## src/common/pio_pkg.sv

```systemverilog
`default_nettype none

package pio_pkg;

  localparam int IMEM_DEPTH = 32;

  typedef logic [31:0] word_t;
  typedef logic [15:0] instr_t;
  typedef logic [4:0]  addr_t;
  typedef logic [4:0]  pin_t;
  typedef logic [2:0]  count_t;
  typedef logic [15:0] div_t;    // 0 ticks every cycle
  typedef logic [1:0]  sm_idx_t;

  // Instruction bits 15..13
  typedef enum logic [2:0] {
    OP_JMP      = 3'd0,
    OP_IN       = 3'd2,
    OP_OUT      = 3'd3,
    OP_PUSHPULL = 3'd4,  // Bit 7 selects PULL
    OP_SET      = 3'd7
  } opcode_t;

  // Operand selector in bits 7..5
  localparam logic [2:0] JMP_ALWAYS  = 3'd0;
  localparam logic [2:0] JMP_X_ZERO  = 3'd1;
  localparam logic [2:0] JMP_X_DEC   = 3'd2;
  localparam logic [2:0] IN_SRC_PINS = 3'd0;
  localparam logic [2:0] SET_PINS    = 3'd0;
  localparam logic [2:0] SET_X       = 3'd1;
  localparam logic [2:0] SET_PINDIRS = 3'd4;

  typedef enum logic [3:0] {
    ACT_NOP         = 4'd0,
    ACT_WRITE_INSTR = 4'd1,
    ACT_SET_WRAP    = 4'd2,
    ACT_RX_POP      = 4'd3,
    ACT_TX_PUSH     = 4'd4,
    ACT_PIN_CONFIG  = 4'd5,
    ACT_ENABLE      = 4'd6,
    ACT_CLKDIV      = 4'd7,
    ACT_EXEC        = 4'd9
  } action_t;

  typedef struct packed {
    addr_t  wrap_bottom;
    addr_t  wrap_top;
    pin_t   out_base;
    count_t out_count;
    pin_t   set_base;
    count_t set_count;
    pin_t   in_base;
    div_t   clk_div;
  } sm_config_t;

  typedef struct packed {
    word_t values;
    word_t dirs;
    word_t owned;  // Pins inside OUT or SET window
  } sm_pins_t;

endpackage

`default_nettype wire

```

## src/pio/pio_fifo.sv

```systemverilog
`timescale 1ns/1ps
`default_nettype none

module pio_fifo import pio_pkg::*; #(
  parameter int DEPTH = 4
) (
  input  wire        clk,
  input  wire        reset,
  input  wire        push,
  input  wire        pop,
  input  wire word_t wdata,
  output word_t      rdata,
  output logic       full,
  output logic       empty
);

  localparam int PW = (DEPTH > 1) ? $clog2(DEPTH) : 1;
  localparam int CW = $clog2(DEPTH + 1);

  word_t          mem [DEPTH];
  logic [PW-1:0]  wr_ptr, rd_ptr;
  logic [CW-1:0]  count;
  logic           do_push, do_pop;

  assign full    = count == CW'(DEPTH);
  assign empty   = count == '0;
  assign do_push = push && !full;
  assign do_pop  = pop && !empty;
  assign rdata   = mem[rd_ptr];  // Fall-through head

  always_ff @(posedge clk) begin
    if (do_push) mem[wr_ptr] <= wdata;
  end

  always_ff @(posedge clk) begin
    if (reset) begin
      wr_ptr <= '0;
      rd_ptr <= '0;
      count  <= '0;
    end else begin
      if (do_push) wr_ptr <= (wr_ptr == PW'(DEPTH - 1)) ? '0 : wr_ptr + 1'b1;
      if (do_pop) rd_ptr <= (rd_ptr == PW'(DEPTH - 1)) ? '0 : rd_ptr + 1'b1;
      if (do_push && !do_pop) count <= count + 1'b1;
      else if (do_pop && !do_push) count <= count - 1'b1;
    end
  end

endmodule

`default_nettype wire

```

## config.mk

```make
export PLATFORM = sky130hd
export DESIGN_NAME = pio_fifo
export DESIGN_NICKNAME = d
export VERILOG_FILES = /design/src/common/pio_pkg.sv /design/src/pio/pio_fifo.sv
export SDC_FILE = /design/constraint.sdc
export NUM_CORES = 1
export LEC_CHECK = 0
export ABC_AREA = 1
export BUFFER_PORTS_ARGS = -buffer_cell sky130_fd_sc_hd__buf_2
export CAP_MARGIN = 20
export CORE_MARGIN = 10
export CORE_UTILIZATION = 45
export CTS_BUF_LIST = sky130_fd_sc_hd__clkbuf_8
export CTS_CLUSTER_SIZE = 30
export DETAILED_ROUTE_END_ITERATION = 6
export SYNTH_ARGS = -nofsm -noshare
export SYNTH_HDL_FRONTEND = slang
export SYNTH_SLANG_ARGS = --single-unit
```

## constraint.sdc

```tcl
create_clock -name clk -period 4 [get_ports clk]
set_input_delay 0.8 -clock clk [delete_from_list [all_inputs] [get_ports clk]]
set_output_delay 0.8 -clock clk [all_outputs]
set_load 0.01 [all_outputs]
```

==> flow_metrics.tcl <==
set metrics [dict create \
    drive_gt1_share_pct 23.9 \
    total_power_uw 4060 \
    r2r-end "mem[1][6]" \
    drt_wl_total_um 10700 \
    layout_common_cells "128 x edfxtp_1, 77 x nor2_1, 69 x buf_2" \
    antenna_found_initial 0 \
    grt_max_degree 65 \
    finalSetupViolCount 0 \
    hold_buffers 0 \
    final_common_cell "edfxtp_1" \
    crit_fanout 36 \
    grt_usage_pct 13.6 \
    numCtsBuffers 17 \
    ys_ff_latch 137 \
    cts_buffer_depth 2 \
    htree_levels 4 \
    ant_nets 0 \
    io_buffers 69 \
    status "complete, no violations" \
    grt_pass1_wl_um 17200 \
    critPathLaunchType "flop" \
    yosys_warnings 0 \
    critical_path_required_ps 3200 \
    n_fill_cell 947 \
    start_util_pct 46.0 \
    max_stage_delay_ps 780 \
    grt.overflow.total 0 \
    synthCells 380 \
    finalNonFillerCells 611 \
    routedWlPerCell_um 17.5 \
    dieArea_mm2 0.0165 \
    num_vias 3140 \
    critPathCapture "rdata[17]" \
    syn_to_final_growth_pct 15.7 \
    finish.net_count 498 \
    r2r-start "count[1]" \
    synth_cell_types 21 \
    first_pass_iters 4 \
    ir_drop_mv 0.313 \
    postCtsResizedCells 0 \
    die_h_um 128 \
    tightest_slew_ps 683 \
    regToRegSetupSlack_ps 1860 \
    grt_pass1_vias 3231 \
    insertion_delay_ps 440 \
    slew_viol_final 0 \
    maxSlewHeadroom_pct 54.5 \
    final.setup.tns_ps 0 \
    viasPerCell 5.14 \
    coreArea_mm2 0.0115 \
    synth_nets 423 \
    finalCriticalPeriod_ps 3030 \
    dp.cells 579 \
    clkTransAtPathRegs_ps 80 \
    cts_setup_buffers 0 \
    syn_area_mm2 0.00528 \
    fin_hold_ws_ps 520 \
    critPathArrivalTime_ps 2230 \
    rsz0062_at_grt "no" \
    routabilityCongestion 0.780 \
    seq_area_frac_synth_pct 76.2 \
    min_period_over_period_pct 75.7 \
    numClockSinks 137 \
    hold_viol 0 \
    drt-initial-drc-count 255 \
    crit_slowest_cell "dfxtp_2" \
    power_density_mw_per_mm2 664 \
    endpoint_kind "output pin" \
    io_pins 70 \
    dp_hpwl_um 6410 \
    die_w_um 128 \
    drc 0 \
    r2r_cells 5 \
    path_cells "buf_4, o21ai_0, o22ai_1, buf_2" \
    hold_path_class "in2reg" \
    final_area_mm2 0.00611 \
    n_antenna_cell 0 \
    rows 39 \
    fmax_ghz 0.330 \
    clockRootBuffer "clkbuf_8" \
    post_dp_cell_area_mm2 0.00572 \
    p_leak_uw 0.00222 \
    path_class "reg2out" \
    maxCapViolations 0 \
    syn_avg_cell_area_um2 13.9 \
    skew_ps 7.75 \
    cts_tree "done" \
]
[report_power, final]
part / leakage [µW] / total, µW / switching, µW / internal (µW)
Combinational: 0.000776 / 1120 / 730 / 386
Clock: 0.000196 / 1100 / 549 / 555
Sequential: 0.00125 / 1840 / 85.2 / 1750
[worst min-delay path by stage]
stage               from        end  cells past startpoint
2_1_floorplan  rd_ptr[1]       flop                      2
3_3_place_gp   rd_ptr[1]  rd_ptr[1]                      2
3_5_place_dp    count[1]   count[1]                      2
4_1_cts            reset   count[0]                      2
5_1_grt            reset   count[0]                      2
6_report           reset   count[0]                      2
[layout make-up]
type / instances / area, µm² / share of cell area (%)
clock buffer: 17 / 234 / 3.83
clock inverter: 15 / 153 / 2.50
inverter: 18 / 75.1 / 1.23
multi-input combinational: 206 / 1050 / 17.2
sequential: 137 / 4030 / 65.9
tap: 143 / 179 / 2.93
timing repair buffer: 75 / 390 / 6.39
[through the flow]
| stage | util, % | worst slack, ps |
|---|---|---|
| finish | 53.3 | 972 |
| detailed placement | 49.9 | 1440 |
| floorplan | - | 1280 |
| global placement | 49.9 | 1480 |
| global route | 53.3 | 728 |
| CTS | 53.3 | 948 |
[layer usage]
| metal | global-route usage [%] | wire length [µm] | share of wire [%] |
|---|---|---|---|
| met1 | 16.4 | 4720 | 44 |
| met2 | 21.2 | 5240 | 49 |
| met3 | 6.08 | 637 | 5.9 |
| met4 | 4.44 | 116 | 1.1 |
| met5 | 0 | 0 | 0 |
[logic make-up after synthesis]
group / after synthesis / share of synthesized area (%)
simple gates: 99 / 7.25
xor+xnor: 1 / 0.166
flops: 137 / 76.2
fa+ha+maj: 7 / 1.80
compound gates: 99 / 10.1
buf+inv: 37 / 4.41
[worst max-delay path: cells and delay by family, from the launching register on]
| family | cells | cell delay [ps] |
|---|---|---|
| compound gates | 2 | 380 |
| buf+inv | 2 | 620 |
| flops | 1 | 780 |
[state kept, by name, indices dropped and copies added, names as in the netlist, named ones only]
name    flops
mem       128
count       3
rd_ptr      2
wr_ptr      2
[cell usage after synthesis (all sizes together)]
| cell | number | share of area [%] |
|---|---|---|
| nand3 | 1 | 0.095 |
| fa | 1 | 0.38 |
| xor2 | 1 | 0.17 |
| edfxtp | 128 | 73 |
| nand4 | 1 | 0.12 |
| clkbuf | 1 | 0.071 |
| ha | 6 | 1.4 |
| nand2 | 14 | 1.0 |
| nand3b | 2 | 0.28 |
| o21ai | 65 | 6.2 |
| o22ai | 32 | 3.8 |
| a21oi | 2 | 0.19 |
| nor2 | 81 | 5.8 |
| dfxtp | 9 | 3.4 |
| inv | 18 | 1.4 |
| buf | 18 | 2.9 |
No activity file was read; power rests on OpenSTA's default activity.
