$ cat src/common/pio_pkg.sv
`default_nettype none

package pio_pkg;

  localparam int IMEM_DEPTH = 32;

  typedef logic [31:0] word_t;
  typedef logic [15:0] instr_t;
  typedef logic [4:0]  addr_t;
  typedef logic [4:0]  pin_t;
  typedef logic [2:0]  count_t;
  typedef logic [15:0] div_t;    // 0 ticks every cycle
  typedef logic [1:0]  sm_idx_t;

  // Instruction bits 15..13
  typedef enum logic [2:0] {
    OP_JMP      = 3'd0,
    OP_IN       = 3'd2,
    OP_OUT      = 3'd3,
    OP_PUSHPULL = 3'd4,  // Bit 7 selects PULL
    OP_SET      = 3'd7
  } opcode_t;

  // Operand selector in bits 7..5
  localparam logic [2:0] JMP_ALWAYS  = 3'd0;
  localparam logic [2:0] JMP_X_ZERO  = 3'd1;
  localparam logic [2:0] JMP_X_DEC   = 3'd2;
  localparam logic [2:0] IN_SRC_PINS = 3'd0;
  localparam logic [2:0] SET_PINS    = 3'd0;
  localparam logic [2:0] SET_X       = 3'd1;
  localparam logic [2:0] SET_PINDIRS = 3'd4;

  typedef enum logic [3:0] {
    ACT_NOP         = 4'd0,
    ACT_WRITE_INSTR = 4'd1,
    ACT_SET_WRAP    = 4'd2,
    ACT_RX_POP      = 4'd3,
    ACT_TX_PUSH     = 4'd4,
    ACT_PIN_CONFIG  = 4'd5,
    ACT_ENABLE      = 4'd6,
    ACT_CLKDIV      = 4'd7,
    ACT_EXEC        = 4'd9
  } action_t;

  typedef struct packed {
    addr_t  wrap_bottom;
    addr_t  wrap_top;
    pin_t   out_base;
    count_t out_count;
    pin_t   set_base;
    count_t set_count;
    pin_t   in_base;
    div_t   clk_div;
  } sm_config_t;

  typedef struct packed {
    word_t values;
    word_t dirs;
    word_t owned;  // Pins inside OUT or SET window
  } sm_pins_t;

endpackage

`default_nettype wire

$ cat src/verilog/pio_gpio_combine.sv
`timescale 1ns/1ps
`default_nettype none

module pio_gpio_combine import pio_pkg::*; #(
  parameter int NUM_SM = 4
) (
  input  wire sm_pins_t pins [NUM_SM],
  output word_t         gpio_out,
  output word_t         gpio_dir
);

  // Later machines overwrite earlier ones on owned pins
  always_comb begin
    gpio_out = '0;
    gpio_dir = '0;
    for (int m = 0; m < NUM_SM; m++) begin
      gpio_out = (gpio_out & ~pins[m].owned) | (pins[m].values & pins[m].owned);
      gpio_dir = (gpio_dir & ~pins[m].owned) | (pins[m].dirs & pins[m].owned);
    end
  end

endmodule

`default_nettype wire

$ cat config.mk
export PLATFORM = sky130hd
export DESIGN_NAME = pio_gpio_combine
export DESIGN_NICKNAME = d
export VERILOG_FILES = /design/src/common/pio_pkg.sv /design/src/verilog/pio_gpio_combine.sv
export SDC_FILE = /design/constraint.sdc
export NUM_CORES = 1
export LEC_CHECK = 0
export BUFFER_PORTS_ARGS = -buffer_cell sky130_fd_sc_hd__buf_2
export CORE_AREA = 2 2 173 175
export DETAILED_ROUTE_END_ITERATION = 8
export DIE_AREA = 0 0 175 177
export PLACE_DENSITY = 0.44
export SETUP_SLACK_MARGIN = 0.4
export SLEW_MARGIN = 20
export SYNTH_ARGS = -nofsm -noshare
export SYNTH_HDL_FRONTEND = slang
export SYNTH_SLANG_ARGS = --single-unit
$ cat constraint.sdc
create_clock -name vclk -period 1.3
set_input_delay 0.26 -clock vclk [all_inputs]
set_output_delay 0.26 -clock vclk [all_outputs]
set_load 0.005 [all_outputs]
==> run metrics, run 1 <==
Hold Buf Count CTS 0; Filler Cell Count 3267; failing checks setup timing; most frequent cells in the layout buf_2 (358), a211oi_2 (74), nand3b_1 (64); vias in the first global route 4974; Placed Instances 1168; CP max stage delay 0.26 ns; max_slew headroom 80.4%; vias per cell 4.06; Clock power frac 0%; detailed-route via count 4774; pwr/cell area 295 nW/um2; status finished with violations; gr usage total 9.36%; CP most frequent cell buf_6; core area 29200 um2; TritonRoute pass-1 iters 4; initial drt markers 82; Hold WS 0.802 ns; Die W 175 um; number of synthesis warnings 0; maxcap violations 0; Starting Density 7.80%; Final setup viols 1; critical path endpoint category primary output; final non-filler cell total 1176; footprint of the multi-input gates 3030 um2; Rows 63; Worst-Margin Slew 0.293 ns; delay-heaviest family, CP buffers and inverters; Mean Syn Cell Area 7.13 um2; synthesized cell area 2280 um2; final worst path period share 100%; slowest cell on the critical path a221oi_2; crit path cell chain buf_6 > nand3b_1 > a221oi_2 > buf_4 > buf_6; # DRC 0; switching power 0.790 mW; first-pass GRT wire length 24000 um; Seq pwr share 0%; Die Span Y 177 um; max-slew violation count 0; clk_buf instances 0; P_int 1.18 mW; Worst Hold Class input port to primary output; Seq cells 0; Fmax 0.768 GHz; worst-path fanout max 3; critical path data arrival time 1.04 ns; layout cells sized above 1 78.1%; Final min period 1.30 ns; Worst Path Buf+Inv 3; VDD IR max 0.0993 mV; sw frac 40.2%; post-synthesis cell type count 6; syn nets 704; post-DP HPWL 14200 um; post-synthesis sequential area ratio 0%; WP data required 1.04 ns; initial antenna violation count 3; Post-Synthesis Cells 320; largest net degree at the start of global routing 7; P&R area growth vs syn 192%; Port Buf Inserts 448; Leak 2.85 nW; Routed Antenna Nets 0; most common cell after layout, fill and taps aside buf_2; Congestion Overflow GR 0; RSZ-0062 raised after global routing yes; num ports 448; type of origin of the critical path input port; Final #Nets 1170; Die Footprint 31000 um2; Fin. Hold Viols 0; routability cong. 0.818; FF+latch area 0 um2; Logic pwr share 100.0%; overall routed net length 16500 um; wire per inst 14.0 um; final worst slack -0.00208 ns; critical path class input port to primary output
layer usage:
layer | global-route usage, % | up-vias | routed length [um]
li1 | - | 2277 | -
met5 | 0 | - | 0
met1 | 8.23 | 2191 | 4910
met4 | 2.01 | 0 | 342
met2 | 20.9 | 284 | 9770
met3 | 1.95 | 22 | 1490
what timing repair did:
item	in CTS	in global routing
cloned	0	0
gates resized for setup	228	73
endpoints found under the setup margin	64	64
pin swaps	69	43
buffers inserted	2	4
metrics by stage:
stage | cell area, um2 | TNS (ns) | power [mW] | util [%] | setup slack (ns)
6_report | 6670 | -0.00208 | 1.97 | 22.8 | -0.00208
3_5_place_dp | 5290 | -0.0964 | 1.52 | 18.1 | -0.0512
5_1_grt | 6670 | -0.0853 | 2.13 | 22.8 | -0.0465
3_3_place_gp | 5290 | -0.127 | 1.51 | 18.1 | -0.0907
4_1_cts | 6320 | -0.0336 | 1.85 | 21.6 | -0.0336
2_1_floorplan | 2480 | 0 | 0.495 | - | 0.405
Yosys cell counts:
cell type	instances	area share [%]
a211oi_1	96	32
a221oi_1	32	12
inv_1	32	5.3
nand3b_1	64	21
nor2b_1	32	8.8
nor3b_1	64	21
power by group through the flow:
stage                     clock network, mW  registers [mW]  logic [mW]
after floorplan                           0               0       0.495
after global placement                    0               0        1.51
after detailed placement                  0               0        1.52
after CTS                                 0               0        1.85
after global routing            0.000000206               0        2.13
final                           0.000000206               0        1.97
final timing paths:
kind / from / endpoint / cells past startpoint
worst max-delay path: pins[215] / gpio_dir[23] / 5
worst min-delay path: pins[20] / gpio_dir[20] / 3
logic make-up after synthesis:
kind of cell / after synthesis / synth area share, %
buf+inv: 32 / 5.26
simple gates: 160 / 50.9
compound gates: 128 / 43.9
area by class of cell:
class	instances	share of cell area, %
timing repair buffer	464	45.4
multi-input combinational	288	45.4
tap	390	7.32
inverter	32	1.80
antenna	2	0.0750
Note: power is estimated with default switching activity, not from simulation.
==> run 2: changes to the inputs <==
- BUFFER_PORTS_ARGS: -buffer_cell sky130_fd_sc_hd__buf_2 -> not set
- CORE_AREA: 2 2 173 175 -> 2 2 176 178
- DIE_AREA: 0 0 175 177 -> 0 0 178 180
- DONT_BUFFER_PORTS: not set -> 1
- PLACE_DENSITY: 0.44 -> 0.31
==> run metrics, run 2 (same netlist as run 1, synthesis figures left out) <==
status completed; clk_buf instances 0; first-pass GRT wire length 17100 um; Placed Instances 718; overall routed net length 13200 um; P&R area growth vs syn 48.4%; pwr/cell area 201 nW/um2; critical path depth 2; TNS Setup 0 ns; Fmax 0.982 GHz; Die W 178 um; Die Span Y 180 um; final worst path period share 78.4%; Hold Buf Count CTS 0; most frequent cells in the layout a211oi_2 (69), nand3b_1 (64), nor3b_1 (61); post-DP HPWL 11400 um; Rows 64; TritonRoute pass-1 iters 4; max_slew headroom 73.9%; VDD IR max 0.0451 mV; type of origin of the critical path input port; Final setup viols 0; core area 30200 um2; Worst Hold Class input port to primary output; routability cong. 0.970; Port Buf Inserts 0; Congestion Overflow GR 0; maxcap violations 0; FF+latch area 0 um2; CP max stage delay 0.31 ns; Fin. Hold Viols 0; slowest cell on the critical path a221oi_4; # DRC 0; Starting Density 7.56%; num ports 448; RSZ-0062 raised after global routing yes; critical path class input port to primary output; Worst Path Buf+Inv 0; max-slew violation count 0; Final #Nets 708; Leak 0.710 nW; delay-heaviest family, CP compound AO/OA/AOI/OAI gates; Seq cells 0; layout cells sized above 1 32.9%; critical path data arrival time 0.76 ns; gr usage total 6.79%; vias in the first global route 3225; crit path cell chain nand3b_1 > a221oi_4; Final min period 1.02 ns; # diodes 0; vias per cell 4.29; Routed Antenna Nets 0; Critical Path End gpio_out[31]; critical path endpoint category primary output; detailed-route via count 3083; wire per inst 18.3 um; initial drt markers 84; Worst-Margin Slew 0.391 ns; Die Footprint 32000 um2; final non-filler cell total 718; WP data required 1.04 ns; initial antenna violation count 0; most common cell after layout, fill and taps aside a211oi_2; largest net degree at the start of global routing 7; worst-path fanout max 4; Critical path origin pins[223]
-- run 2: cell types whose count changed in the layout (fill, tap and decap cells not counted), sizes merged --
cell	delta
buf	-458
clkbuf	-4
diode	-2
-- run 2: final cells by class --
type,count,area [um2]
fill,3477,26800
multi-input combinational,288,2760
tap,396,495
inverter,32,120
timing repair buffer,2,15.0
-- run 2: worst min path at each step --
| stage | slack (ns) | start | cells past startpoint | to |
|---|---|---|---|---|
| after floorplan | 0.56 | pins[0] | 1 | gpio_dir[0] |
| after global routing | 0.57 | pins[11] | 1 | gpio_dir[11] |
| final | 0.57 | pins[22] | 1 | gpio_dir[22] |
| after global placement | 0.57 | pins[18] | 1 | gpio_dir[18] |
| after detailed placement | 0.57 | pins[17] | 1 | gpio_dir[17] |
| after CTS | 0.57 | pins[17] | 1 | gpio_dir[17] |
-- run 2: repair_timing --
item | CTS | global route
setup buffers | 0 | 0
gates resized for setup | 65 | 10
hold endpoints to repair | 0 | 0
pin swaps | 1 | 3
cloned | 0 | 0
setup endpoints to repair | 64 | 62
-- run 2: metal layers --
| metal | up-vias | global-route usage (%) | part of all wire [%] |
|---|---|---|---|
| met5 | - | 0 | 0 |
| li1 | 1351 | - | - |
| met1 | 1430 | 5.12 | 28 |
| met4 | 0 | 3.15 | 4.5 |
| met2 | 272 | 15.1 | 57 |
| met3 | 30 | 1.46 | 11 |
-- run 2: report_power, final --
group          switching (mW)  internal (mW)
sequential                  0              0
combinational           0.290          0.390
clock                       0              0
total                   0.290          0.390
-- run 2: per-stage QoR --
step                area, um2  setup slack, ns  hold slack, ns  utilization (%)  power (mW)
floorplan                2480            0.405           0.564                -       0.495
global placement         2990            0.283           0.569             9.91       0.583
detailed placement       2990            0.268           0.568             9.91       0.578
CTS                      3320            0.283           0.568             11.0       0.670
global route             3390            0.224           0.572             11.2       0.738
finish                   3390            0.281           0.568             11.2       0.680
